## src/hw/msx_tape_pkg.sv

```systemverilog
// Tape image types, cassette timing constants and download index for the MSX tape path
`default_nettype none

package msx_tape_pkg;

	////////////////////////////////////////////////////////////
	// Image storage
	////////////////////////////////////////////////////////////

	// Byte address into the CAS image, 256 KiB max
	typedef logic [17:0] cas_addr_t;

	// Number of bytes the image RAM holds
	localparam int CAS_DEPTH = 262144;

	// Download index of a CAS image
	// Only the low six bits of the host index are decoded
	localparam logic [5:0] CAS_INDEX = 6'd2;

	////////////////////////////////////////////////////////////
	// Cassette waveform timing
	////////////////////////////////////////////////////////////

	// High tone half-period in ce_5m3 ticks, about 2400 Hz
	// Low tone half-period is twice this
	localparam int HALF_SHORT_DEF = 1118;

	// High tone half-periods in one bit cell
	localparam int BIT_HALVES = 4;

	// Stop bits after the eight data bits
	localparam int STOP_BITS = 2;

	// CLK_VIDEO cycles between two ce_5m3 strobes
	localparam int CE_DIV = 8;

endpackage

`default_nettype wire
```

## src/hw/cas_player.sv

```systemverilog
// CAS player: fetches image bytes and generates the framed two-tone cassette waveform
`default_nettype none

module cas_player #(
	parameter int HALF_SHORT = msx_tape_pkg::HALF_SHORT_DEF
) (
	input  logic                    CLK_VIDEO,
	input  logic                    rst_n,
	input  logic                    ce_5m3,
	input  logic                    motor,
	input  logic                    rewind,
	input  msx_tape_pkg::cas_addr_t image_len,
	output msx_tape_pkg::cas_addr_t ram_addr,
	input  logic [7:0]              ram_q,
	output logic                    cas_out,
	output logic                    playing
);

	import msx_tape_pkg::*;

	// Tick counter width, safe down to HALF_SHORT of 1
	localparam int TICK_W = $clog2(HALF_SHORT + 1);
	localparam int HALF_W = $clog2(BIT_HALVES);
	// Start bit, eight data bits, stop bits
	localparam int FRAME_LAST = 8 + STOP_BITS;

	cas_addr_t         addr;
	logic [TICK_W-1:0] tick_cnt;
	logic [HALF_W-1:0] half_cnt;
	logic [3:0]        frame;
	logic [7:0]        sh;
	logic              done;
	logic              cur_bit;
	logic              half_end;
	logic              bit_end;
	logic              last_byte;
	logic              step;

	////////////////////////////////////////////////////////////
	// Decode
	////////////////////////////////////////////////////////////

	// More to play while the byte pointer is inside the image
	// A zero length never passes this compare
	assign playing   = !done && (addr < image_len);
	assign step      = ce_5m3 && motor && playing;
	assign half_end  = (tick_cnt == TICK_W'(HALF_SHORT - 1));
	assign bit_end   = (half_cnt == HALF_W'(BIT_HALVES - 1));
	assign last_byte = !(({1'b0, addr} + 19'd1) < {1'b0, image_len});

	// Start bit is 0, stop bits are 1, data goes LSB first
	always_comb begin
		if (frame == 4'd0)
			cur_bit = 1'b0;
		else if (frame <= 4'd8)
			cur_bit = sh[0];
		else
			cur_bit = 1'b1;
	end

	// Next byte is read ahead during the final stop bit
	assign ram_addr = ((frame == 4'(FRAME_LAST)) && !last_byte) ? addr + 1'b1 : addr;

	////////////////////////////////////////////////////////////
	// Bit and byte sequencer
	////////////////////////////////////////////////////////////

	always_ff @(posedge CLK_VIDEO or negedge rst_n) begin
		if (!rst_n) begin
			addr     <= '0;
			tick_cnt <= '0;
			half_cnt <= '0;
			frame    <= '0;
			done     <= 1'b0;
			cas_out  <= 1'b0;
		end else if (rewind) begin
			// Back to the start bit of byte 0, level low
			addr     <= '0;
			tick_cnt <= '0;
			half_cnt <= '0;
			frame    <= '0;
			done     <= 1'b0;
			cas_out  <= 1'b0;
		end else if (step) begin
			if (!half_end) begin
				tick_cnt <= tick_cnt + 1'b1;
			end else begin
				tick_cnt <= '0;
				// High tone flips every half-period, low tone every other one
				if (cur_bit || half_cnt[0])
					cas_out <= !cas_out;
				if (!bit_end) begin
					half_cnt <= half_cnt + 1'b1;
				end else begin
					half_cnt <= '0;
					if (frame == 4'(FRAME_LAST)) begin
						frame <= '0;
						// Last stop bit of the image ends playback
						if (last_byte)
							done <= 1'b1;
						else
							addr <= addr + 1'b1;
					end else begin
						frame <= frame + 1'b1;
					end
				end
			end
		end
	end

	// Byte shift register, payload only
	// Loaded as the start bit ends, shifted after each data bit
	always_ff @(posedge CLK_VIDEO) begin
		if (step && half_end && bit_end) begin
			if (frame == 4'd0)
				sh <= ram_q;
			else if (frame <= 4'd8)
				sh <= {1'b0, sh[7:1]};
		end
	end

	// Read address stays inside the image while the tape runs
	a_addr_in_image: assert property (@(posedge CLK_VIDEO) disable iff (!rst_n)
		playing |-> (ram_addr < image_len));

endmodule

`default_nettype wire

```

## config.mk

```make
export PLATFORM = sky130hd
export DESIGN_NAME = cas_player
export DESIGN_NICKNAME = d
export VERILOG_FILES = /design/src/hw/msx_tape_pkg.sv /design/src/hw/cas_player.sv
export SDC_FILE = /design/constraint.sdc
export NUM_CORES = 1
export LEC_CHECK = 0
export BUFFER_PORTS_ARGS = -buffer_cell sky130_fd_sc_hd__buf_2
export CAP_MARGIN = 10
export CORE_MARGIN = 10
export CORE_UTILIZATION = 60
export DETAILED_ROUTE_END_ITERATION = 8
export GPL_TIMING_DRIVEN = 0
export PLACE_DENSITY = 0.94
export SYNTH_ARGS = -nofsm -noshare
export SYNTH_HDL_FRONTEND = slang
export SYNTH_SLANG_ARGS = --single-unit
```

## constraint.sdc

```tcl
create_clock -name CLK_VIDEO -period 9.6 [get_ports CLK_VIDEO]
set_input_delay 2.4 -clock CLK_VIDEO [delete_from_list [all_inputs] [get_ports CLK_VIDEO]]
set_output_delay 2.4 -clock CLK_VIDEO [all_outputs]
set_load 0.01 [all_outputs]
```

==> run summary <==
The flow ran to the end, and the final reports show no timing, DRC or antenna violations. The post-cts gate resize count came out at 0. The total grt overflow is 0. The commonest cells after synthesis are sky130_fd_sc_hd__nor2_1 (39), sky130_fd_sc_hd__ha_1 (38), sky130_fd_sc_hd__dfrtp_1 (37). Counting the buffers created by CTS gives 5. The worst setup path is launched from a flop. The cell count after synthesis came out at between 400 and 500. The overall routing resource usage is 18.6%. In this run the mean area of a mapped cell was 8.61 um2. The total wire length after detailed routing came out at 8960 um.

The kind of end point of the critical path is an output port. Counting every net in the synthesized netlist gives 491. The worst pin sits at a relative slew slack of 43.8%. In the post-synthesis netlist, the cell with the most instances is sky130_fd_sc_hd__nor2_1. The number of setup buffers added after CTS came out at 0. The most critical setup path has its endpoint at ram_addr[4]. The launching element of the worst setup path is addr[2]$_DFFE_PN0P_. The number of failing hold endpoints at the final stage is 0. Setup repair after global routing left no endpoint under its margin. The via density per instance is approximately 6.0. The effective utilization at floorplan is 61.7%. The initial antenna violation count was 0. In the post-synthesis netlist, the biggest area contributors are sky130_fd_sc_hd__dfrtp_1 (25%), sky130_fd_sc_hd__ha_1 (13%), sky130_fd_sc_hd__edfxtp_1 (6.6%).

The clock root buffer is sky130_fd_sc_hd__clkbuf_8. The number of antenna diodes in the final layout is 0. The transition time at the pin with the least slew margin came out at roughly 840 ps. During placement, the flow inserted port buffers numbering 49. The internal power contribution came out at 0.258 mW.

The startpoint identified for the worst register-to-register timing path is addr[2]$_DFFE_PN0P_. The wire length of the first global-routing pass is 15500 um. The count of yosys warnings during synthesis is 0. The placeable core region is 5890 um2. The cell row count came out at 28.

The maximum clock frequency is 132 MHz. The H-tree depth is 2. The number of global-route vias before repair is 3386. In the final routed layout, each cell accounts on average for 16.1 um.

The post-synthesis sequential area ratio is 32.1%. The total of hold buffers inserted after clock tree synthesis came out at 0. The relative contribution of the clock network to total power came out at 34.4%. The area growth from synthesis to layout is 11.8%. The worst voltage drop across the vdd grid is 0.103 mV.

The clock slew seen by the registers of the worst setup and hold paths is roughly 80 ps. The worst min-delay path startpoint is half_cnt[1]$_DFFE_PN0P_. The count of max-cap constraint violations is 0.

The analysis attributes to cell leakage a power of about 2 nW. The total via count in the routed design is 3343. The combinational cell fraction of total power came out at 8.9%. In this run, synthesis inferred 8 flip-flops with an integrated enable. The post-synthesis sequential element count is 45. CTS saw 45 sinks.

Summed over all instances, the cell type with the most area after synthesis is sky130_fd_sc_hd__dfrtp_1. Of the cells placed in the final design, the portion with a size suffix greater than 1 is 18.3%. The die width came out at 97.8 um.

The remaining routing DRC violations came out at 0. At the end of routability-driven placement, the weighted congestion stood at 0.920. The number of endpoints failing setup at the final stage came out at 0. Along the worst path, the maximum fanout reaches 10. The iteration-0 DRC count of the detailed router is 239. The share of the synthesized area in the top cell type is 25.5%. The clock skew is 4.87 ps. The vertical extent of the die came out at 97.8 um.

The minimum clock period is 7600 ps. The proportion of power drawn by flip-flops and latches came out at roughly 57%. Fill cells in the final layout number 450. Final hold analysis gives a worst-case slack of 543 ps. The largest net degree at the start of global routing is 38. The half-perimeter wire length after placement came out at 6950 um. The data arrival time of the critical path came out at 5200 ps. The number of placed I/O pins came out at 51. Net switching is 25.6% of the power. The endpoint of the most critical register-to-register path is addr[5]$_DFFE_PN0P_. The net count reported at finish came out at 548. The count of nets left with antenna violations once routing finished came out at 0.

Summed over all nets, the switching power comes to 0.0886 mW. The area of the die is 9570 um2. The endpoint required time on the critical path is 7200 ps. The clock reaches the later pin of the worst-skew pair after 310 ps. In this run the worst hold path is classified as reg -> reg. The power per unit of standard cell area came out at ~85 nW/um2.

TritonCTS built the clock tree. The slack of the worst reg-to-reg path came out at 4730 ps. The synthesized cell area came out at 3630 um2. The setup TNS is 0 ps.

The commonest register cell after synthesis is sky130_fd_sc_hd__dfrtp_1. The number of cells on the worst reg-to-reg path is 15. The count of different cell masters after synthesis is 49. In the synthesized netlist the async set-or-reset flop fraction comes to 82.2%. The maximum count of clock buffers along a single path came out at 2.

The number of iterations in the first detailed-routing pass is 6. The max-slew violation count came to 0. The type of the worst setup path is reg -> out. The final critical path takes up 79.1% of the cycle.
-- cells in the final DEF, fill, tap and decap left out, types with 20 or more instances in the layout --
cell type | synthesis | layout
sky130_fd_sc_hd__a21oi_1 | 31 | 31
sky130_fd_sc_hd__buf_2 | 8 | 58
sky130_fd_sc_hd__dfrtp_1 | 37 | 37
sky130_fd_sc_hd__ha_1 | 38 | 38
sky130_fd_sc_hd__inv_1 | 23 | 23
sky130_fd_sc_hd__nand2_1 | 26 | 26
sky130_fd_sc_hd__nand3_1 | 23 | 23
sky130_fd_sc_hd__nor2_1 | 39 | 39
sky130_fd_sc_hd__o21ai_0 | 29 | 29
sky130_fd_sc_hd__or3_1 | 20 | 20
sky130_fd_sc_hd__xnor2_1 | 20 | 20
-- layer usage --
layer	vias to the layer above	GRT usage (%)	part of all wire (%)
met5	-	0	0
li1	1615	-	-
met4	0	7.61	2.5
met1	1551	21.9	40
met2	151	32.1	50
met3	26	4.02	7.6
-- cells by family (layout without fill, tap and decap cells) --
group / Yosys count / count (layout) / share of synthesized area [%]
adders and majority gates: 38 / 38 / 13.1
muxes: 9 / 9 / 2.76
DFF: 45 / 45 / 32.1
xor gates and xnor gates: 37 / 37 / 8.92
AOI/OAI and AO/OA: 89 / 89 / 14.5
buffers and inverters: 47 / 105 / 5.55
and+or+nand+nor: 157 / 157 / 23.1
-- stage by stage --
step / worst slack [ps] / power [mW] / utilization, % / instances / area, um2
floorplan: 2630 / 0.217 / - / 422 / 3630
global placement: 2110 / 0.229 / 67.5 / 546 / 3970
detailed placement: 2080 / 0.231 / 67.6 / 547 / 3980
CTS: 2070 / 0.346 / 69.0 / 555 / 4060
global route: 1720 / 0.358 / 69.0 / 555 / 4060
finish: 2000 / 0.346 / 69.0 / 555 / 4060
-- registers in the layout (all words and copies together), names as in the netlist --
name      count
cas_out       1
frame         4
half_cnt      2
addr         18
sh            8
tick_cnt     11
done          1
-- power groups by stage --
stage	combinational [mW]	clock, mW	sequential (mW)
5_1_grt	0.0356	0.126	0.196
4_1_cts	0.0310	0.119	0.196
3_5_place_dp	0.0309	0	0.200
2_1_floorplan	0.0168	0	0.200
3_3_place_gp	0.0290	0	0.200
6_report	0.0310	0.119	0.196
-- layout make-up --
type	instances	area, um2	share of cell area (%)
Multi-Input combinational cell	330	2260	55.7
Sequential cell	45	1170	28.7
Timing Repair Buffer	50	250	6.16
Buffer	24	115	2.83
Tap cell	75	93.8	2.31
Inverter	23	86.3	2.13
Clock buffer	5	68.8	1.69
Clock inverter	3	17.5	0.431
-- critical path, stage by stage, from the launching register on --
cell,delay (ps)
sky130_fd_sc_hd__dfrtp_1,490
sky130_fd_sc_hd__nand3_1,300
sky130_fd_sc_hd__or2_2,380
sky130_fd_sc_hd__clkbuf_1,160
sky130_fd_sc_hd__nor3_1,560
sky130_fd_sc_hd__nand3_1,290
sky130_fd_sc_hd__xnor2_1,200
sky130_fd_sc_hd__ha_1,190
sky130_fd_sc_hd__a21o_1,170
sky130_fd_sc_hd__a21o_1,180
sky130_fd_sc_hd__a31o_1,190
sky130_fd_sc_hd__or3b_1,400
sky130_fd_sc_hd__or2_2,290
sky130_fd_sc_hd__clkbuf_1,190
sky130_fd_sc_hd__clkbuf_1,340
sky130_fd_sc_hd__nor2_1,200
sky130_fd_sc_hd__xor2_1,190
sky130_fd_sc_hd__buf_2,160
-- how the worst min path moves through the flow --
| stage | end | cells past startpoint | slack [ps] |
|---|---|---|---|
| floorplan | done$_DFFE_PN0P_ | 2 | 460 |
| global placement | half_cnt[1]$_DFFE_PN0P_ | 2 | 510 |
| CTS | tick_cnt[5]$_DFFE_PN0P_ | 1 | 540 |
| finish | half_cnt[1]$_DFFE_PN0P_ | 2 | 540 |
| detailed placement | tick_cnt[3]$_DFFE_PN0P_ | 1 | 530 |
| global route | tick_cnt[5]$_DFFE_PN0P_ | 1 | 570 |
No activity file was read; power rests on OpenSTA's default activity.
