==> src/hw/msx_tape_pkg.sv <==
// Tape image types, cassette timing constants and download index for the MSX tape path
`default_nettype none

package msx_tape_pkg;

	////////////////////////////////////////////////////////////
	// Image storage
	////////////////////////////////////////////////////////////

	// Byte address into the CAS image, 256 KiB max
	typedef logic [17:0] cas_addr_t;

	// Number of bytes the image RAM holds
	localparam int CAS_DEPTH = 262144;

	// Download index of a CAS image
	// Only the low six bits of the host index are decoded
	localparam logic [5:0] CAS_INDEX = 6'd2;

	////////////////////////////////////////////////////////////
	// Cassette waveform timing
	////////////////////////////////////////////////////////////

	// High tone half-period in ce_5m3 ticks, about 2400 Hz
	// Low tone half-period is twice this
	localparam int HALF_SHORT_DEF = 1118;

	// High tone half-periods in one bit cell
	localparam int BIT_HALVES = 4;

	// Stop bits after the eight data bits
	localparam int STOP_BITS = 2;

	// CLK_VIDEO cycles between two ce_5m3 strobes
	localparam int CE_DIV = 8;

endpackage

`default_nettype wire
==> src/hw/clock_enables.sv <==
// Clock enable divider making the 10.7 MHz and 5.3 MHz strobes from CLK_VIDEO
`default_nettype none

module clock_enables (
	input  logic CLK_VIDEO,
	input  logic rst_n,
	output logic ce_10m7,
	output logic ce_5m3
);

	import msx_tape_pkg::*;

	// Divider width, CE_DIV is a power of two
	localparam int DIV_W = $clog2(CE_DIV);

	logic [DIV_W-1:0] div;

	// Free running divider
	// Both strobes are registered so they leave the block glitch free
	always_ff @(posedge CLK_VIDEO or negedge rst_n) begin
		if (!rst_n) begin
			div     <= '0;
			ce_10m7 <= 1'b0;
			ce_5m3  <= 1'b0;
		end else begin
			div     <= div + 1'b1;
			// Half the divider period
			ce_10m7 <= (div[DIV_W-2:0] == '0);
			// Full divider period, lands on a ce_10m7 cycle
			ce_5m3  <= (div == '0);
		end
	end

	// Slow strobe must always sit on a fast strobe
	a_ce_nested: assert property (@(posedge CLK_VIDEO) disable iff (!rst_n)
		ce_5m3 |-> ce_10m7);

endmodule

`default_nettype wire

==> config.mk <==
export PLATFORM = sky130hd
export DESIGN_NAME = clock_enables
export DESIGN_NICKNAME = d
export VERILOG_FILES = /design/src/hw/msx_tape_pkg.sv /design/src/hw/clock_enables.sv
export SDC_FILE = /design/constraint.sdc
export NUM_CORES = 1
export LEC_CHECK = 0
export BUFFER_PORTS_ARGS = -buffer_cell sky130_fd_sc_hd__buf_2
export CORE_AREA = 5 5 42 44
export CTS_CLUSTER_DIAMETER = 200
export DETAILED_ROUTE_END_ITERATION = 6
export DIE_AREA = 0 0 47 49
export PLACE_DENSITY = 0.37
export SYNTH_ARGS = -nofsm -noshare
export SYNTH_HDL_FRONTEND = slang
export SYNTH_SLANG_ARGS = --single-unit
==> constraint.sdc <==
create_clock -name CLK_VIDEO -period 2 [get_ports CLK_VIDEO]
set_input_delay 0 -clock CLK_VIDEO [delete_from_list [all_inputs] [get_ports CLK_VIDEO]]
set_output_delay 0 -clock CLK_VIDEO [all_outputs]
set_load 0.01 [all_outputs]
==> qor.csv, run 1 <==
metric,value,unit
status,finished clean,
H-tree levels,1,
total wire length,244,um
wire per inst,6.971,um
"Cell Area, Placed",207.7,sq um
nets,24,
Finished Cell Area,244.0,sq um
Final setup viols,0,
fin util,17.41,%
Worst R2R Path Depth,3,
hold_buf cts,1,
element type at the critical path start,flip-flop,
die area,2303,sq um
RR Startpoint,div[0],
DR vias,102,
CP Class,reg -> reg,
cells along the critical path,inv_1 > ha_1 > nor2b_1,
CTS Sinks,5,
CTS tree,built,
Synth Register Bits,5,
PortBufs,3,
RD Place Congestion,0.5937,
"Distinct cells, synth",5,
Routed Antenna Nets,0,
final worst-path cycle share,42.71,%
Hold Path Class,in -> async,
register area share after synthesis,72.46,%
Initial Util,12.32,%
"Hold Violations, Final",0,
initial antenna violation count,0,
Antenna diodes,0,
Core ar.,1401,sq um
root buf cell,clkbuf_4,
CP bufs+invs,1,
CTS buffer count,3,
setup TNS,0,ns
Starting DRT DRC Count,0,
die span in y,49,um
Layout area overhead,41.30,%
clock-pin slew on the worst setup and hold paths,0.04,ns
crit-path leading delay family,flip-flops,
number of vias per cell,2.914,
postcts setup bufs,0,
Ys Warns,0,
synthesized cell area,172.7,sq um
Slew HR,92.43,%
gr usage total,3.045,%
leakage power,0.1213,nW
final total power,0.2181,mW
Worst R2R End,ce_5m3,
Period minus WS final,0.8542,ns
crit path DAT,0.98,ns
global-route wire length before repair,400,um
share of cells above drive strength 1,31.58,%
syn nets,15,
DRT Pass-1 Iters,1,
"Req. time, crit path",2.13,ns
skew final,0.003745,ns
crit end category,flip-flop,
CP Max Fanout,2,
Clock Tree Buf Depth,2,
Crit-path slowest cell,dfrtp_1,
Worst Tran Pin Value,0.1135,ns
Final Max Tran Viols,0,
post-CTS sizing,0,
grt ovf,0,
Remaining DRCs,0,
Pwr per Cell Area,893.9,nW/um^2
max-cap viol count,0,
Syn Inst Count,11,
FP Rows,14,
RSZ-0062 raised after global routing,no,
Mean Syn Cell Area,15.70,sq um
Worst-Skew Late Latency,0.24,ns
critical path's largest stage delay,0.34,ns
fmax,1171,MHz
largest net degree at the start of global routing,6,
flop2flop setup slack,1.15,ns
Die W,47,um
maximum vdd drop,0.0002923,V
vias in the first global route,110,
I/O Pins,4,
metrics by stage:
| stage | instances | setup slack, ns | hold WS, ns |
|---|---|---|---|
| floorplan | 11 | 1.176 | -0.2956 |
| finish | 35 | 1.146 | 0.1022 |
| detailed placement | 30 | 1.151 | -0.1819 |
| global placement | 30 | 1.165 | -0.1867 |
| CTS | 35 | 1.134 | 0.1020 |
| global route | 35 | 1.092 | 0.1069 |
synthesized netlist by cell type:
| master | n | area (sq um) |
|---|---|---|
| ha_1 | 2 | 25.02 |
| dfrtp_1 | 5 | 125.1 |
| nor2b_1 | 1 | 6.260 |
| xor2_1 | 1 | 8.760 |
| inv_1 | 2 | 7.510 |
power breakdown:
part | internal [mW] | switching, mW
clock network | 0.0752 | 0.0373
logic | 0.00198 | 0.00200
registers | 0.102 | 0
total | 0.179 | 0.0393
routing by layer:
layer | routed length (um) | vias up | GRT usage [%]
met2 | 83 | 7 | 3.394
met1 | 89 | 47 | 2.237
met4 | 0 | 0 | 1.382
met5 | 0 | - | 0
met3 | 71 | 0 | 5.535
li1 | - | 48 | -
worst max-delay path by stage:
stage,slack [ns],end,start,cells past startpoint
global placement,1.17,div[2],div[0],2
global route,1.09,ce_5m3,div[0],3
finish,1.15,ce_5m3,div[0],3
CTS,1.13,ce_5m3,div[0],3
detailed placement,1.15,ce_5m3,div[0],3
floorplan,1.18,div[2],div[0],2
placed cells by master (no fill, tap or decap):
cell type,instances
dlygate4sd3_1,1
clkbuf_4,3
dfrtp_1,5
xor2_1,1
buf_2,3
ha_1,2
nor2b_1,1
clkbuf_1,1
inv_1,2
flip-flops by register name (all words and copies together), names as in the netlist:
register  count
div           3
ce_10m7       1
ce_5m3        1
final cells by class:
cell class	instances	area [sq um]
multi-input cells	4	40.04
flip-flops and latches	5	125.1
fillers	162	1157
well taps	16	20.02
clock buffers	4	26.28
repair buffers	4	25.02
inverters	2	7.507
cell families (layout without fill, tap and decap cells):
group                    Yosys count  after routing  share of synthesized area, %
AND/OR/NAND/NOR                    1              1                         3.626
flip-flops                         5              5                         72.46
adder cells (fa/ha/maj)            2              2                         14.49
buffers and inverters              2             10                         4.349
XOR/XNOR                           1              1                         5.073
Note: power is estimated with default switching activity, not from simulation.
==> inputs of run 2 (changes only) <==
==> constraint.sdc (replaced) <==
create_clock -name CLK_VIDEO -period 0.8 [get_ports CLK_VIDEO]
set_input_delay 0 -clock CLK_VIDEO [delete_from_list [all_inputs] [get_ports CLK_VIDEO]]
set_output_delay 0 -clock CLK_VIDEO [all_outputs]
set_load 0.01 [all_outputs]
==> run 2 against run 1 <==
  * Sequential power increased by 150%
  * Worst hold slack improved by 0.0086 ns
  * Largest power group unchanged
  * The flow now finishes with violations (setup timing)
  * Largest cell class unchanged
  * Critical path type unchanged
  * Critical endpoint is now div[2]
  * Global-route usage increased by 0.85 points
==> qor.csv, run 2 (synthesis results as in run 1) <==
metric,value,unit,change
status,"finished, violations left",,
violated checks,setup timing,,
vias in the first global route,127,,+15%
CTS tree,built,,
die area,2303,sq um,unchanged
root buf cell,clkbuf_4,,
RD Place Congestion,0.5849,,-1.5%
nets,26,,+8.3%
skew final,0.003006,ns,-0.0007392 ns
Starting DRT DRC Count,1,,+1
DRT Pass-1 Iters,2,,+1
RSZ-0062 raised after global routing,yes,,
share of cells above drive strength 1,61.90,%,+30 points
"Req. time, crit path",0.92,ns,-1.21 ns
max-cap viol count,0,,unchanged
Period minus WS final,0.8222,ns,-0.03207 ns
flop2flop setup slack,-0.02,ns,-1.17 ns
Routed Antenna Nets,0,,unchanged
Worst-Skew Late Latency,0.24,ns,about the same
Initial Util,12.32,%,unchanged
fill count,163,,+0.62%
Slew HR,90.43,%,-2.0 points
crit end category,flip-flop,,
Core ar.,1401,sq um,unchanged
"commonest non-fill, non-tap cell in the layout",dfrtp_1,,
Worst Tran Pin Value,0.1436,ns,+0.03008 ns
PortBufs,3,,unchanged
leakage power,0.1300,nW,+7.2%
grt ovf,0,,unchanged
total wire length,295,um,+21%
most flop-heavy register,div,,
fin util,20.09,%,+2.7 points
"commonest cells after routing, fill and taps aside","dfrtp_1, clkbuf_4, buf_2",,
Die W,47,um,unchanged
Worst R2R Path Depth,2,,-1
Antenna diodes,0,,unchanged
largest net degree at the start of global routing,6,,unchanged
placed insts,30,,unchanged
FF+latch area,125.1,sq um,unchanged
FP Rows,14,,unchanged
RR Startpoint,div[1],,
global-route wire length before repair,545,um,+36%
setup TNS,-0.02217,ns,-0.02217 ns
Final Max Tran Viols,0,,unchanged
"Hold Violations, Final",0,,unchanged
Layout area overhead,63.04,%,
Post-Layout Cell Count,37,,+5.7%
max reg flops,3,,unchanged
DR vias,106,,+3.9%
crit path DAT,0.94,ns,-0.04 ns
Clock Tree Buf Depth,2,,unchanged
number of vias per cell,2.865,,-1.7%
Hold Path Class,in -> async,,
initial antenna violation count,0,,unchanged
I/O Pins,4,,unchanged
Remaining DRCs,0,,unchanged
area of the multi-input gates,62.56,sq um,+56%
setup ws final,-0.02217,ns,-1.168 ns
Worst R2R End,div[2],,
largest registers,"div (3), ce_10m7 (1), ce_5m3 (1)",,
Pwr per Cell Area,1936,nW/um^2,+120%
H-tree levels,1,,unchanged
clock-pin slew on the worst setup and hold paths,0.04,ns,about the same
Final setup viols,1,,+1
CTS Sinks,5,,unchanged
CTS buffer count,3,,unchanged
gr usage total,3.895,%,+0.85 points
maximum vdd drop,0.001021,V,+250%
element type at the critical path start,flip-flop,,
fmax,1216,MHz,+3.9%
final worst-path cycle share,102.8,%,+60 points
CP Max Fanout,2,,unchanged
CP Class,reg -> reg,,
die span in y,49,um,unchanged
wire per inst,7.973,um,+14%
run 2: cell count changes in the layout (fill, tap and decap cells not counted):
cell / before / now
buf_4: 0 / 2
ha_1: 2 / 0
ha_2: 0 / 1
ha_4: 0 / 1
inv_1: 2 / 0
inv_2: 0 / 2
nor2b_1: 1 / 0
nor2b_4: 0 / 1
run 2: what timing repair did:
item	in CTS	in global routing
hold buffers	1	0
setup buffers	1	1
gates resized for setup	3	3
endpoints found under the setup margin	3	3
endpoints found under the hold margin	5	0
pin swaps	0	1
run 2: per-layer routing:
metal | vias up | global-route usage [%] | wire (um)
li1 | 52 | - | -
met1 | 50 | 3.132 | 122
met2 | 4 | 5.204 | 131
met3 | 0 | 5.535 | 40
met4 | 0 | 1.382 | 0
met5 | - | 0 | 0
run 2: where the power goes:
| part | internal (mW) | switching (mW) |
|---|---|---|
| clock network | 0.188 | 0.0930 |
| registers | 0.254 | 0 |
| logic | 0.00497 | 0.00528 |
run 2: critical path: stages (launching register included):
cell and delay [ns]:
dfrtp_1 0.39, ha_2 0.19, xor2_1 0.13
run 2: layout make-up:
cell class	instances	share of cell area [%]
sequential	5	44.44
multi-input combinational	4	22.22
timing repair buffer	6	14.22
clock buffer	4	9.333
tap	16	7.111
inverter	2	2.667
run 2: how the worst max path moves through the flow:
stage	startpoint	endpoint	depth (start not counted)	slack, ns
2_1_floorplan	div[0]	ce_5m3	3	0.006
3_3_place_gp	div[0]	ce_5m3	3	-0.02
3_5_place_dp	div[0]	ce_5m3	3	-0.04
4_1_cts	div[1]	div[2]	2	-0.008
5_1_grt	div[1]	div[2]	2	-0.04
6_report	div[1]	div[2]	2	-0.02
run 2: through the flow:
step           hold WS, ns  setup slack [ns]  power (mW)  area (sq um)
5_1_grt             0.1236          -0.03916      0.5807         281.5
4_1_cts             0.1077         -0.007935      0.5632         266.5
2_1_floorplan      -0.2956          0.005538      0.2576         175.2
3_3_place_gp       -0.1862          -0.01925      0.2637         210.2
3_5_place_dp       -0.1816          -0.03810      0.2642         210.2
6_report            0.1108          -0.02217      0.5451         281.5
==> inputs of run 3 (changes only) <==
--- a/config.mk
+++ b/config.mk
@@ -5,12 +5,13 @@
 export SDC_FILE = /design/constraint.sdc
 export NUM_CORES = 1
 export LEC_CHECK = 0
-export BUFFER_PORTS_ARGS = -buffer_cell sky130_fd_sc_hd__buf_2
+export BUFFER_PORTS_ARGS = -buffer_cell sky130_fd_sc_hd__clkbuf_2
 export CORE_AREA = 5 5 42 44
 export CTS_CLUSTER_DIAMETER = 200
 export DETAILED_ROUTE_END_ITERATION = 6
 export DIE_AREA = 0 0 47 49
 export PLACE_DENSITY = 0.37
+export SETUP_SLACK_MARGIN = 0.3
 export SYNTH_ARGS = -nofsm -noshare
 export SYNTH_HDL_FRONTEND = slang
 export SYNTH_SLANG_ARGS = --single-unit
==> run 3 against run 2 <==
  * The run still ends with setup timing left
  * Via count fell by 0.94%
  * Design area grew 0.89%
  * Flip-flop and latch count did not move
  * Largest power group unchanged
  * Final cell count unchanged
  * Power rose by 0.51%
  * Non-clock buffer count stayed put
==> qor.csv, run 3 (synthesis results as in run 1) <==
metric,value,unit,change
Post-Layout Cell Count,37,,unchanged
I/O Pins,4,,unchanged
wire per inst,7.622,um,-4.4%
Final setup viols,2,,+1
"commonest cells after routing, fill and taps aside","dfrtp_1, clkbuf_4, buf_6",,
Clock Tree Buf Depth,2,,unchanged
Worst-Skew Late Latency,0.24,ns,about the same
gr usage total,3.759,%,-0.14 points
CP Max Fanout,2,,unchanged
final total power,0.5479,mW,+0.51%
maximum vdd drop,0.0006569,V,-36%
Final Max Tran Viols,0,,unchanged
CTS Sinks,5,,unchanged
RSZ-0062 raised after global routing,yes,,
initial antenna violation count,0,,unchanged
Starting DRT DRC Count,3,,+2
Crit-path slowest cell,dfrtp_1,,
Layout area overhead,64.49,%,
H-tree levels,1,,unchanged
CP Class,reg -> reg,,
Antenna diodes,0,,unchanged
crit path DAT,0.94,ns,about the same
number of vias per cell,2.838,,-0.94%
Routed Antenna Nets,0,,unchanged
status,"finished, violations left",,
"commonest non-fill, non-tap cell in the layout",dfrtp_1,,
grt ovf,0,,unchanged
max-cap viol count,0,,unchanged
"Req. time, crit path",0.92,ns,about the same
vias in the first global route,118,,-7.1%
Slew HR,91.76,%,+1.3 points
leakage power,0.1341,nW,+3.2%
Core ar.,1401,sq um,unchanged
die span in y,49,um,unchanged
most flop-heavy register,div,,
Placement Setup Slack,-0.02261,ns,+0.01549 ns
die area,2303,sq um,unchanged
share of cells above drive strength 1,52.38,%,-9.5 points
fmax,1225,MHz,+0.69%
setup TNS,-0.02695,ns,-0.004782 ns
Hold Path Class,in -> async,,
FP Rows,14,,unchanged
Initial Util,12.32,%,unchanged
global-route wire length before repair,496,um,-9.0%
CTS buffer count,3,,unchanged
"Hold Violations, Final",0,,unchanged
DR vias,105,,-0.94%
Worst Tran Pin Value,0.1236,ns,-0.01994 ns
Pwr per Cell Area,1929,nW/um^2,-0.38%
violated checks,setup timing,,
placed insts,30,,unchanged
nets,26,,unchanged
final worst-path cycle share,102.1,%,-0.70 points
PortBufs,3,,unchanged
Remaining DRCs,0,,unchanged
largest net degree at the start of global routing,6,,unchanged
root buf cell,clkbuf_4,,
fin util,20.27,%,+0.18 points
total wire length,282,um,-4.4%
clock-pin slew on the worst setup and hold paths,0.04,ns,about the same
element type at the critical path start,flip-flop,,
Period minus WS final,0.8166,ns,-0.005602 ns
DRT Pass-1 Iters,2,,unchanged
largest registers,"div (3), ce_10m7 (1), ce_5m3 (1)",,
skew final,0.0007332,ns,-0.002273 ns
Die W,47,um,unchanged
critical path's largest stage delay,0.39,ns,about the same
cells along the critical path,ha_2 > xor2_1,,
crit end category,flip-flop,,
setup ws final,-0.01657,ns,+0.005602 ns
RD Place Congestion,0.5517,,-5.7%
CTS tree,built,,
max reg flops,3,,unchanged
## run 3: cell types whose count changed in the layout (fill, tap and decap cells not counted)
cell,previous run,this run
nor2b_1,0,1
buf_6,0,2
clkbuf_2,0,1
inv_1,0,1
buf_4,2,1
buf_2,3,1
inv_2,2,1
nor2b_4,1,0
## run 3: critical path: cells and delay by family, from the launching register on
kind / cells / cell delay, ns
XOR/XNOR: 1 / 0.13
adder cells (fa/ha/maj): 1 / 0.18
flip-flops: 1 / 0.39
## run 3: per-layer routing
layer / routed length [um] / track usage, %
met5: 0 / 0
met4: 6 / 2.765
met3: 62 / 7.011
met2: 105 / 2.941
met1: 107 / 3.371
## run 3: final timing paths
path,endpoint,cells after the start,slack (ns),startpoint
worst min register to register,ce_5m3,1,0.45,div[2]
worst max-delay path,div[2],2,-0.02,div[0]
min in group CLK_VIDEO,ce_5m3,1,0.45,div[2]
worst max register to register,div[2],2,-0.02,div[0]
max in group asynchronous,div[1],2,0.56,rst_n
worst min-delay path,div[2],2,0.11,rst_n
## run 3: through the flow
step           hold slack (ns)  cell area (sq um)
2_1_floorplan          -0.2956              187.7
3_3_place_gp           -0.1829              222.7
3_5_place_dp           -0.1790              222.7
4_1_cts                 0.1089              270.3
5_1_grt                 0.1041              284.0
6_report                0.1098              284.0
## run 3: what timing repair did
item | CTS | global route
gates resized for setup | 2 | 3
hold endpoints to repair | 5 | 0
pin swaps | 0 | 0
hold buffers | 1 | 0
buffers inserted | 1 | 1
endpoints found under the setup margin | 7 | 7
## run 3: area by class of cell
type	count	area, sq um
Fill cell	159	1117
Sequential cell	5	125.1
Multi-Input combinational cell	4	55.05
Timing Repair Buffer	6	50.05
Clock buffer	4	26.28
Tap cell	16	20.02
Inverter	2	7.507
## run 3: power breakdown
group | total (mW) | switching, mW | internal, mW
Sequential | 0.254 | 0 | 0.254
Combinational | 0.00994 | 0.00503 | 0.00491
Clock | 0.284 | 0.0959 | 0.188
