File: config.mk
export PLATFORM = sky130hd
export DESIGN_NAME = tape_control_flat
export DESIGN_NICKNAME = d
export VERILOG_FILES = /design/src/hw/msx_tape_pkg.sv /design/src/hw/ioctl_if.sv /design/src/hw/tape_control.sv /design/src/flat_wrapper.sv
export SDC_FILE = /design/constraint.sdc
export NUM_CORES = 1
export LEC_CHECK = 0
export ABC_CLOCK_PERIOD_IN_PS = 4700
export BUFFER_PORTS_ARGS = -buffer_cell sky130_fd_sc_hd__buf_2
export CORE_UTILIZATION = 49
export DETAILED_ROUTE_END_ITERATION = 6
export PLACE_DENSITY_LB_ADDON = 0.2
export SLEW_MARGIN = 15
export SYNTH_ARGS = -nofsm -noshare
export SYNTH_HDL_FRONTEND = slang
export SYNTH_SLANG_ARGS = --single-unit
File: constraint.sdc
create_clock -name CLK_VIDEO -period 4.7 [get_ports CLK_VIDEO]
set_clock_uncertainty 0.15 [all_clocks]
set_input_delay 0.235 -clock CLK_VIDEO [delete_from_list [all_inputs] [get_ports CLK_VIDEO]]
set_output_delay 0.235 -clock CLK_VIDEO [all_outputs]
set_load 0.01 [all_outputs]
File: src/hw/msx_tape_pkg.sv
// Tape image types, cassette timing constants and download index for the MSX tape path
`default_nettype none

package msx_tape_pkg;

	////////////////////////////////////////////////////////////
	// Image storage
	////////////////////////////////////////////////////////////

	// Byte address into the CAS image, 256 KiB max
	typedef logic [17:0] cas_addr_t;

	// Number of bytes the image RAM holds
	localparam int CAS_DEPTH = 262144;

	// Download index of a CAS image
	// Only the low six bits of the host index are decoded
	localparam logic [5:0] CAS_INDEX = 6'd2;

	////////////////////////////////////////////////////////////
	// Cassette waveform timing
	////////////////////////////////////////////////////////////

	// High tone half-period in ce_5m3 ticks, about 2400 Hz
	// Low tone half-period is twice this
	localparam int HALF_SHORT_DEF = 1118;

	// High tone half-periods in one bit cell
	localparam int BIT_HALVES = 4;

	// Stop bits after the eight data bits
	localparam int STOP_BITS = 2;

	// CLK_VIDEO cycles between two ce_5m3 strobes
	localparam int CE_DIV = 8;

endpackage

`default_nettype wire
File: src/hw/ioctl_if.sv
// Host download bus interface with loader and sink modports
`default_nettype none

interface ioctl_if;

	// Download in progress
	logic        download;
	// File index chosen in the menu
	logic [7:0]  index;
	// Write strobe, one byte per pulse, no wait
	logic        wr;
	// Byte offset inside the file
	logic [24:0] addr;
	// Byte being written
	logic [7:0]  dout;

	// Side that streams the file in
	modport loader (
		output download,
		output index,
		output wr,
		output addr,
		output dout
	);

	// Side that stores the bytes
	modport sink (
		input download,
		input index,
		input wr,
		input addr,
		input dout
	);

endinterface

`default_nettype wire

File: src/hw/tape_control.sv
// Tape configuration block with status latches, CAS download decode, RAM routing, image length and rewind
`default_nettype none

module tape_control (
	input  logic                   CLK_VIDEO,
	input  logic                   rst_n,
	ioctl_if.sink                  host,
	input  logic                   status_src_adc,
	input  logic                   status_rewind,
	input  msx_tape_pkg::cas_addr_t player_addr,
	output msx_tape_pkg::cas_addr_t ram_addr,
	output logic                   ram_wren,
	output logic [7:0]             ram_data,
	output msx_tape_pkg::cas_addr_t image_len,
	output logic                   rewind,
	output logic                   src_adc
);

	import msx_tape_pkg::*;

	logic            is_cas;
	logic            cas_q;
	logic            cas_start;
	logic            rew_q;
	logic [18:0]     wr_end;
	logic [18:0]     len_base;

	////////////////////////////////////////////////////////////
	// Download decode and RAM routing
	////////////////////////////////////////////////////////////

	// CAS image coming in from the host
	assign is_cas    = host.download && (host.index[5:0] == CAS_INDEX);
	assign cas_start = is_cas && !cas_q;

	// Host owns the RAM during a CAS download and the player at other times
	assign ram_addr = is_cas ? host.addr[17:0] : player_addr;
	assign ram_wren = host.wr && is_cas;
	assign ram_data = host.dout;

	// One past the written byte
	assign wr_end   = {1'b0, host.addr[17:0]} + 19'd1;
	// Length starts over on a new download
	assign len_base = cas_start ? 19'd0 : {1'b0, image_len};

	////////////////////////////////////////////////////////////
	// Registers
	////////////////////////////////////////////////////////////

	always_ff @(posedge CLK_VIDEO or negedge rst_n) begin
		if (!rst_n) begin
			cas_q     <= 1'b0;
			rew_q     <= 1'b0;
			src_adc   <= 1'b0;
			rewind    <= 1'b0;
			image_len <= '0;
		end else begin
			cas_q   <= is_cas;
			rew_q   <= status_rewind;
			// Menu source select
			src_adc <= status_src_adc;
			// Single pulse on menu rewind or on a new image
			rewind  <= ((status_rewind && !rew_q) || cas_start) && !rewind;
			// Track the highest written byte
			if (ram_wren && (wr_end > len_base))
				image_len <= wr_end[17:0];
			else
				image_len <= len_base[17:0];
		end
	end

	// Rewind never stretches over two cycles
	a_rewind_pulse: assert property (@(posedge CLK_VIDEO) disable iff (!rst_n)
		rewind |=> !rewind);

endmodule

`default_nettype wire

File: src/flat_wrapper.sv
// flat-port wrapper written by rule: the top's interface ports become plain ports
module tape_control_flat import msx_tape_pkg::*;
  (CLK_VIDEO, rst_n, status_src_adc, status_rewind, player_addr, ram_addr, ram_wren, ram_data, image_len, rewind, src_adc, host_download, host_index, host_wr, host_addr, host_dout);
  ioctl_if host_i ();
  input  logic CLK_VIDEO;
  input  logic rst_n;
  input  logic status_src_adc;
  input  logic status_rewind;
  input  msx_tape_pkg::cas_addr_t player_addr;
  output msx_tape_pkg::cas_addr_t ram_addr;
  output logic ram_wren;
  output logic [7:0] ram_data;
  output msx_tape_pkg::cas_addr_t image_len;
  output logic rewind;
  output logic src_adc;
  input wire logic [$bits(host_i.download)-1:0] host_download;
  input wire logic [$bits(host_i.index)-1:0] host_index;
  input wire logic [$bits(host_i.wr)-1:0] host_wr;
  input wire logic [$bits(host_i.addr)-1:0] host_addr;
  input wire logic [$bits(host_i.dout)-1:0] host_dout;
  assign host_i.download = host_download;
  assign host_i.index = host_index;
  assign host_i.wr = host_wr;
  assign host_i.addr = host_addr;
  assign host_i.dout = host_dout;
  tape_control u_core (.CLK_VIDEO(CLK_VIDEO), .rst_n(rst_n), .host(host_i), .status_src_adc(status_src_adc), .status_rewind(status_rewind), .player_addr(player_addr), .ram_addr(ram_addr), .ram_wren(ram_wren), .ram_data(ram_data), .image_len(image_len), .rewind(rewind), .src_adc(src_adc));
endmodule
==> metrics.txt, run 1 <==
sequential area share after synthesis=26.8%; final wirelength=4450 um; Starting Density=51.3%; Syn Nets=330; DIE AREA=0.00445 mm2; slowest CP cell=and3_1; clk_lat worst skew=0.27 ns; Slew Limit Fails=0; most common cell after layout, fill and taps aside=buf_2; Routed WL per cell=11.9 um; Total Nets Final=410; crit-path leading delay family=simple AND/OR/NAND/NOR gates; clk buf depth=2; CP cell instances=buf_2 -> nor4b_2 -> nand3_2 -> or2_1 -> and2_1 -> inv_1 -> ha_1 -> nand4_1 -> a211oi_1 -> a2111oi_2 -> o21ai_1 -> and3_1 -> mux2_2; TritonCTS clock tree=yes; Core Area=0.00400 mm2; DRC=0; synth warn=0; Least-Margin Pin Slew=0.998 ns; slowest stage delay, CP=0.83 ns; setup tns final=0 ns; global-route wire length before repair=7180 um; RePlAce Congestion=roughly 0.78; synthesized cell area=0.00205 mm2; type of element launching the critical path=input pin; Hold Crit Class=in2reg; final core utilization=63.6%; Syn-to-layout area delta=24.0%; total number of H-tree levels=1; antenna cells=0; clock network fraction of total power=33.3%; P_int=0.385 mW; sw frac=27.6%; worst path arrival time=3.58 ns; # clock sinks=22; final setup vio count=0; syn_area_per_cell=roughly 8.3 um2; Layout fillers=369; die width=66.7 um; #FFs+latches synth=22; share of post-route cells with drive strength above 1=35.7%; Register Area=551 um2; crit share post-route=between 70 and 80%; # rows=23; maximum fanout along the worst path=19; Crit. End Element=register; RSZ-0062 raised after global routing=false; share of the synthesized area in the top cell type=26.8%; CP Buf/Inv Count=2; vias in the first global route=1687; commonest non-fill, non-tap cells in the layout=buf_2 (86), nand2_1 (58), inv_1 (23), dfrtp_1 (22), ha_1 (19); critical path type=in2reg; power per cell area=about 210 mW/mm2; total CTS buffers=3; final hold vios=0; required time worst endpoint=4.70 ns; dominant cell type by area after synthesis=dfrtp_1; hpwl dp=around 3600 um; All-Layer GR Usage=21.4%; outcome=completed; P_leak=approximately 1.4 nW; CTS clk-pin slew, worst paths=around 0.080 ns; register share of total power=38.4%; Logic pwr share=28.2%; IO Pins=112; vias per inst=4.99; antenna violations before repair=0; clk root buf=clkbuf_8; Starting DRT DRC Count=67; Slew headroom=between 30% and 40%; DR pass1 iterations=4; multi-input logic area=0.00130 mm2; Distinct cells, synth=39; Max rail drop VDD=roughly 170 uV; grt ovf=0; chip height=between 60 and 70 um; largest net degree at the start of global routing=23; post-layout minimum cycle time=approximately 3.6 ns; Mapped Cells=roughly 250; Post-DRT Antenna Nets=0; Synth area leaders=dfrtp_1 (27%), ha_1 (12%), nand2_1 (11%); max_cap viols=0; Fmax=280 MHz; NetSw=around 0.15 mW; via count=1873; Port Buffers=86
==> what timing repair did <==
item                      4_1_cts  5_1_grt
buffers inserted                0        0
hold buffers                    3        0
hold endpoints to repair       24        0
resized for setup               0        0
==> path summary, 6_finish.rpt <==
path / startpoint / end / slack, ns / cells past startpoint
worst max-delay path: host_index[3] / u_core.image_len[7] / 1.13 / 13
worst min-delay path: host_addr[0] / u_core.image_len[0] / 0.09 / 2
worst max register to register: u_core.cas_q / u_core.image_len[7] / 1.19 / 10
worst min register to register: u_core.rewind / u_core.rewind / 0.28 / 1
max in group asynchronous: rst_n / u_core.image_len[4] / 3.76 / 2
min in group asynchronous: rst_n / u_core.rewind / 0.31 / 2
==> synthesized netlist by cell type, drive strengths merged <==
master and count:
nand2b 1, a21oi 7, or2 2, a2111oi 1
and4 1, mux2 16, nand4 8, o221ai 1
nor2 8, a211o 1, o21ai 5, nand2 58
dfrtp 22, buf 11, nor4b 1, xnor2 10
clkinv 1, nand3 9, and2 18, ha 19
inv 23, nand3b 1, clkbuf 4, nor3 3
xor2 6, mux2i 2, and3 4, a211oi 3
==> registers in the layout, summed over array words and instances, names as in the netlist <==
name and flops:
u_core.rewind 1, u_core.cas_q 1, u_core.src_adc 1, u_core.image_len 18
u_core.rew_q 1
==> layout make-up <==
class,count,area share (%)
clock buffer,3,1.62
tap,50,2.46
timing repair buffer,90,18.4
sequential,22,21.7
clock inverter,1,1.18
multi-input combinational,185,51.1
inverter,24,3.54
==> kinds of logic after synthesis <==
logic type | share of synthesized area, %
DFF | 26.8
buffers and inverters | 9.76
muxes | 11.2
xor gates and xnor gates | 6.83
adders and majority gates | 11.6
AOI/OAI and AO/OA | 5.61
and+or+nand+nor | 28.1
==> power groups by stage <==
stage	logic (mW)	registers (mW)	clock network (mW)
2_1_floorplan	0.0860	0.214	0
3_3_place_gp	0.146	0.208	0
3_5_place_dp	0.149	0.208	0
4_1_cts	0.152	0.205	0.182
5_1_grt	0.171	0.206	0.189
6_report	0.150	0.204	0.177
==> layer usage <==
| layer | GRT usage (%) | routed length (um) |
|---|---|---|
| met1 | 29.7 | 2130 |
| met5 | 0 | 0 |
| met3 | 2.05 | 254 |
| met2 | 33.5 | 1970 |
| met4 | 9.31 | 86 |
==> through the flow <==
step	instance area (um2)	worst slack [ns]	instances	power (mW)	hold slack (ns)
finish	2540	1.13	375	0.532	0.0864
global route	2540	0.814	375	0.566	0.0970
CTS	2540	1.07	375	0.538	0.0891
detailed placement	2440	0.797	368	0.357	0.0847
global placement	2440	0.847	368	0.354	0.0790
floorplan	2050	1.57	246	0.300	-0.211
Note: power is estimated with default switching activity, not from simulation.
==> run 2, diff against run 1 <==
ABC_AREA = 1   (was default)
ABC_CLOCK_PERIOD_IN_PS = 3100   (was 4700)
CORE_UTILIZATION = 42   (was 49)
clock period = 3.1 ns   (was 4.7 ns; I/O delays follow)
==> metrics.txt, run 2 <==
syn_area_per_cell=6.51 um2; final hold vios=0; Crit. End Element=register; dominant cell type by area after synthesis=dfrtp_1; post-synthesis simple-gate area fraction=42.1%; RSZ-0062 raised after global routing=false; synthesized cell area=0.00223 mm2; Syn-to-layout area delta=22.6%; worst path arrival time=between 2 and 3 ns; crit share post-route=80.3%; antenna cells=0; max_cap viols=0; Starting Density=43.7%; reg2reg end=u_core.image_len[1]; DRC=0; largest family of logic cells by synthesized area=simple AND/OR/NAND/NOR gates; Least-Margin Pin Slew=~0.78 ns; Max rail drop VDD=between 150 and 200 uV; post-layout minimum cycle time=between 2 and 2.5 ns; RePlAce Congestion=0.886; vias per inst=4.68; antenna violations before repair=0; total number of H-tree levels=1; crit-path leading delay family=simple AND/OR/NAND/NOR gates; number of cells on the worst reg-to-reg path=14; slowest stage delay, CP=0.30 ns; Final Non-Filler Cells=492; most common cell after layout, fill and taps aside=nand2_1; die width=74.9 um; # clock sinks=22; Most flops, register=u_core.image_len; clk root buf=clkbuf_8; post-CTS setup buffer count=0; TritonCTS clock tree=yes; Starting DRT DRC Count=90; Compound-Gate Fraction of Synth Area=around 4.1%; Synth Area in Adders=10.6%; DIE AREA=about 0.0056 mm2; post-place setup slack=0.295 ns; required time worst endpoint=3.15 ns; synth cell count leaders=nand2_1 (137), inv_1 (44), nand3_1 (26), dfrtp_1 (22), ha_1 (19); largest net degree at the start of global routing=31; # rows=26; type of element launching the critical path=input pin; CP Buf/Inv Count=3; clk buf depth=2; slack of the critical path=~0.61 ns; Slew headroom=48.1%; synth warn=0; setup tns final=0 ns; Slew Limit Fails=0; total CTS buffers=3; top-count cell post-synth=nand2_1; Post-synth ARST share=100%; max reg flops=18; via count=between 2000 and 2500; grt ovf=0; CTS clk-pin slew, worst paths=0.08 ns; Post-DRT Antenna Nets=0; DR pass1 iterations=4; P_leak=1.74 nW; Core Area=0.00511 mm2; All-Layer GR Usage=19.7%; maximum fanout along the worst path=19; Synth area leaders=dfrtp_1 (25%), nand2_1 (23%), ha_1 (11%); #FFs+latches synth=22; Synth Area in XOR/XNOR=5.49%; Pwr Total=between 0.7 and 0.8 mW; global-route wire length before repair=8540 um; crit-path most repeated cell=nand2_1; Worst Hold Endpoint=u_core.image_len[0]; hpwl dp=4300 um; chip height=74.9 um; ys flop type=dfrtp_1; Syn Nets=427; slowest CP cell=ha_1; post-synthesis mux area share=0%; Fmax=402 MHz; final setup vio count=0; FF-to-FF Start=u_core.cas_q; share of post-route cells with drive strength above 1=26.8%; Hold Crit Depth=4; sequential area share after synthesis=24.6%; Mapped Cells=roughly 340; hold_ws=between 0.1 and 0.15 ns; clk_lat worst skew=0.26 ns; critical path type=in2reg; power per cell area=282 mW/mm2; final wirelength=between 5000 and 6000 um; IO Pins=between 100 and 150; vias in the first global route=between 1500 and 2000; Hold Crit Class=in2reg; commonest non-fill, non-tap cells in the layout=nand2_1 (137), buf_2 (86), inv_1 (44), nand3_1 (26), dfrtp_1 (22); Inst Count DP=between 400 and 500; outcome=completed; CP cell instances=buf_2 -> ha_1 -> nand3_2 -> nor2_1 -> nand3_1 -> xor2_1 -> inv_1 -> ha_1 -> nand2_1 -> inv_1 -> nand2_1 -> nand2_1 -> nand2_1 -> nand2_1 -> nor2_2 -> nand2_4 -> nand2_4 -> nand2_1 -> nand2_1; Routed WL per cell=10.7 um; Total Nets Final=507; share of the synthesized area in the top cell type=between 20% and 30%; R2R setup slack=0.70 ns; Port Buffers=86; Distinct cells, synth=31; Worst Hold Launch=host_addr[0]; Post-synth EDFFs=0
-- run 2: changes by cell type in the layout (fill, tap and decap cells not counted), sizes merged, moves of 7 or more --
cell	previous run	this run
nand3	9	28
xnor2	10	1
mux2	16	0
xor2	6	13
nor2	8	25
and2	18	0
inv	23	47
nand2	58	143
-- run 2: area by class of cell --
cell class / count / area [um2]
clock buffers: 4 / 55.1
flip-flops and latches: 22 / 551
inverters: 49 / 184
multi-input cells: 257 / 1390
well taps: 70 / 87.6
repair buffers: 90 / 468
fillers: 537 / 2370
-- run 2: worst min-delay path, delay by kind of cell --
family / cells / cell delay [ns]
and+or+nand+nor: 2 / 0.13
buffers and inverters: 2 / 0.22
-- run 2: worst max-delay path by stage --
stage / cells past startpoint / slack (ns) / from / end
after floorplan: 17 / 0.74 / host_index[5] / u_core.image_len[7]
after global placement: 19 / 0.35 / host_addr[0] / u_core.image_len[11]
after detailed placement: 19 / 0.29 / host_addr[0] / u_core.image_len[1]
after global routing: 19 / 0.32 / host_addr[0] / u_core.image_len[8]
final: 19 / 0.61 / host_addr[0] / u_core.image_len[1]
after CTS: 19 / 0.57 / host_addr[0] / u_core.image_len[11]
-- run 2: kinds of logic after synthesis --
| kind of cell | Yosys count |
|---|---|
| adder cells (fa/ha/maj) | 19 |
| AO/OA/AOI/OAI | 18 |
| AND/OR/NAND/NOR | 206 |
| XOR/XNOR | 14 |
| buffers and inverters | 64 |
| flip-flops | 22 |
-- run 2: what timing repair did --
item | in CTS | in global routing
resized for setup | 0 | 0
endpoints found under the hold margin | 25 | 0
hold buffers | 3 | 0
-- run 2: stage by stage --
stage | utilization [%] | instance area (um2)
floorplan | - | 2230
global placement | 51.9 | 2650
detailed placement | 51.9 | 2650
CTS | 53.6 | 2740
global route | 53.6 | 2740
finish | 53.6 | 2740
-- run 2: routing by layer --
metal	vias to the layer above	wire, um	global-route usage, %
met5	-	0	0
met1	999	2520	26.0
li1	1219	-	-
met3	8	293	2.41
met2	78	2400	33.6
met4	0	62	5.66
-- run 2: power by group --
group | switching [mW] | leakage [nW] | internal, mW | total, mW
registers | 0.00749 | 0.298 | 0.303 | 0.311
clock network | 0.0969 | 0.0288 | 0.113 | 0.210
logic | 0.148 | 1.41 | 0.102 | 0.250
total | 0.253 | 1.74 | 0.519 | 0.771
==> run 3, diff against run 2 <==
ABC_CLOCK_PERIOD_IN_PS = 2450   (was 3100)
CORE_UTILIZATION = 47   (was 42)
clock period = 2.45 ns   (was 3.1 ns; I/O delays follow)
==> metrics.txt, run 3 (synthesis gave the netlist of run 2 again) <==
hpwl dp=4610 um; worst path arrival time=roughly 2.3 ns; max_cap viols=0; type of element launching the critical path=register; share of post-route cells with drive strength above 1=30.5%; Hold Crit Class=in2out; crit-path leading delay family=simple AND/OR/NAND/NOR gates; RSZ-0062 raised after global routing=false; global-route wire length before repair=9540 um; antenna cells=0; vias in the first global route=approximately 2200; All-Layer GR Usage=23.5%; R2R setup slack=0.18 ns; Routed WL per cell=11.3 um; vias per inst=around 4.8; post-layout minimum cycle time=2.27 ns; commonest non-fill, non-tap cells in the layout=nand2_1 (137), buf_2 (86), inv_1 (44), nand3_1 (26), dfrtp_1 (22); required time worst endpoint=2.47 ns; most common cell after layout, fill and taps aside=nand2_1; final wirelength=5620 um; DIE AREA=0.00503 mm2; IO Pins=roughly 110; via count=2393; clock network fraction of total power=26.4%; # rows=24; multi-input logic area=0.00141 mm2; Starting Density=between 40 and 50%; Slew Limit Fails=0; DR pass1 iterations=6; maximum fanout along the worst path=19; Starting DRT DRC Count=100; RePlAce Congestion=0.915; post-CTS setup buffer count=0; setup tns final=0 ns; outcome=finished with violations; slowest stage delay, CP=0.33 ns; Post-DRT Antenna Nets=0; TritonCTS clock tree=yes; die width=slightly above 70 um; crit share post-route=between 90 and 100%; post-place setup slack=-0.145 ns; Most flops, register=u_core.image_len; Total Nets Final=528; CTS clk-pin slew, worst paths=0.08 ns; antenna violations before repair=0; total number of H-tree levels=1; largest net degree at the start of global routing=31; slack of the critical path=0.178 ns; sw frac=between 30 and 40%; grt ovf=0; Non-Filler Cell Area, Final=0.00294 mm2; critical path type=reg2reg; P_leak=1.86 nW; Crit. End Element=register; Max rail drop VDD=176 uV; Port Buffers=86; Least-Margin Pin Slew=0.498 ns; violated checks=design-rule violations; Layout fillers=409; max reg flops=18; crit-path most repeated cell=nand2_1; Slew headroom=around 67%; power per cell area=~340 mW/mm2; P_int=about 0.68 mW; CP Buf/Inv Count=3; clk_lat worst skew=0.27 ns; final setup vio count=0; CP cell instances=nand3b_1 -> buf_12 -> nand2_1 -> ha_1 -> nand2_1 -> nor2_2 -> inv_1 -> nor2_1 -> nand2_1 -> nor2_4 -> nor2_8 -> buf_4 -> nand3_1 -> nand2_1; Register Area=551 um2; NetSw=0.331 mW; Core Area=around 0.0045 mm2; # clock sinks=22; clk buf depth=2; slowest CP cell=dfrtp_1; Fmax=440 MHz; hold_ws=~0.095 ns; clk root buf=clkbuf_8; register share of total power=about two fifths; total CTS buffers=3; Post-DP Area=0.00284 mm2; Syn-to-layout area delta=31.8%; DRC=8; chip height=roughly 71 um; final hold vios=0; Logic pwr share=34.8%
[run 3: power by group through the flow]
stage / clock network [mW] / logic [mW] / registers (mW)
6_report: 0.268 / 0.353 / 0.393
3_5_place_dp: 0 / 0.346 / 0.400
5_1_grt: 0.289 / 0.398 / 0.395
3_3_place_gp: 0 / 0.338 / 0.400
4_1_cts: 0.271 / 0.352 / 0.393
2_1_floorplan: 0 / 0.191 / 0.411
[run 3: path summary, 6_finish.rpt]
path	depth (start not counted)	start	endpoint
hold reg to reg	1	u_core.rewind	u_core.rewind
hold / removal	0	host_dout[7]	ram_data[7]
setup reg to reg	14	u_core.cas_q	u_core.image_len[2]
max in group asynchronous	2	rst_n	u_core.rewind
setup / recovery	14	u_core.cas_q	u_core.image_len[2]
min in group asynchronous	2	rst_n	u_core.image_len[4]
[run 3: layer usage]
layer / vias to the layer above / routed length, um / track usage (%)
met5: - / 0 / 0
met4: 0 / 87 / 8.44
met3: 10 / 297 / 2.28
met2: 89 / 2590 / 40.7
met1: 1040 / 2640 / 30.4
li1: 1254 / - / -
[run 3: cell type report]
cell class                      count  share of cell area (%)
Clock buffer                        4                    1.87
Inverter                           49                    6.25
Sequential cell                    22                    18.7
Multi-Input combinational cell    257                    48.0
Tap cell                           52                    2.21
Timing Repair Buffer              111                    22.9
[run 3: through the flow]
stage	util, %	total power [mW]	std cells
after floorplan	-	0.602	343
after global placement	63.4	0.737	488
after detailed placement	63.4	0.747	488
after CTS	65.3	1.02	495
after global routing	65.8	1.08	495
final	65.8	1.01	495
[run 3: repair_timing]
item / in CTS / in global routing
resized for setup: 0 / 3
hold endpoints to repair: 25 / 0
hold buffers: 3 / 0
setup endpoints to repair: 0 / 18
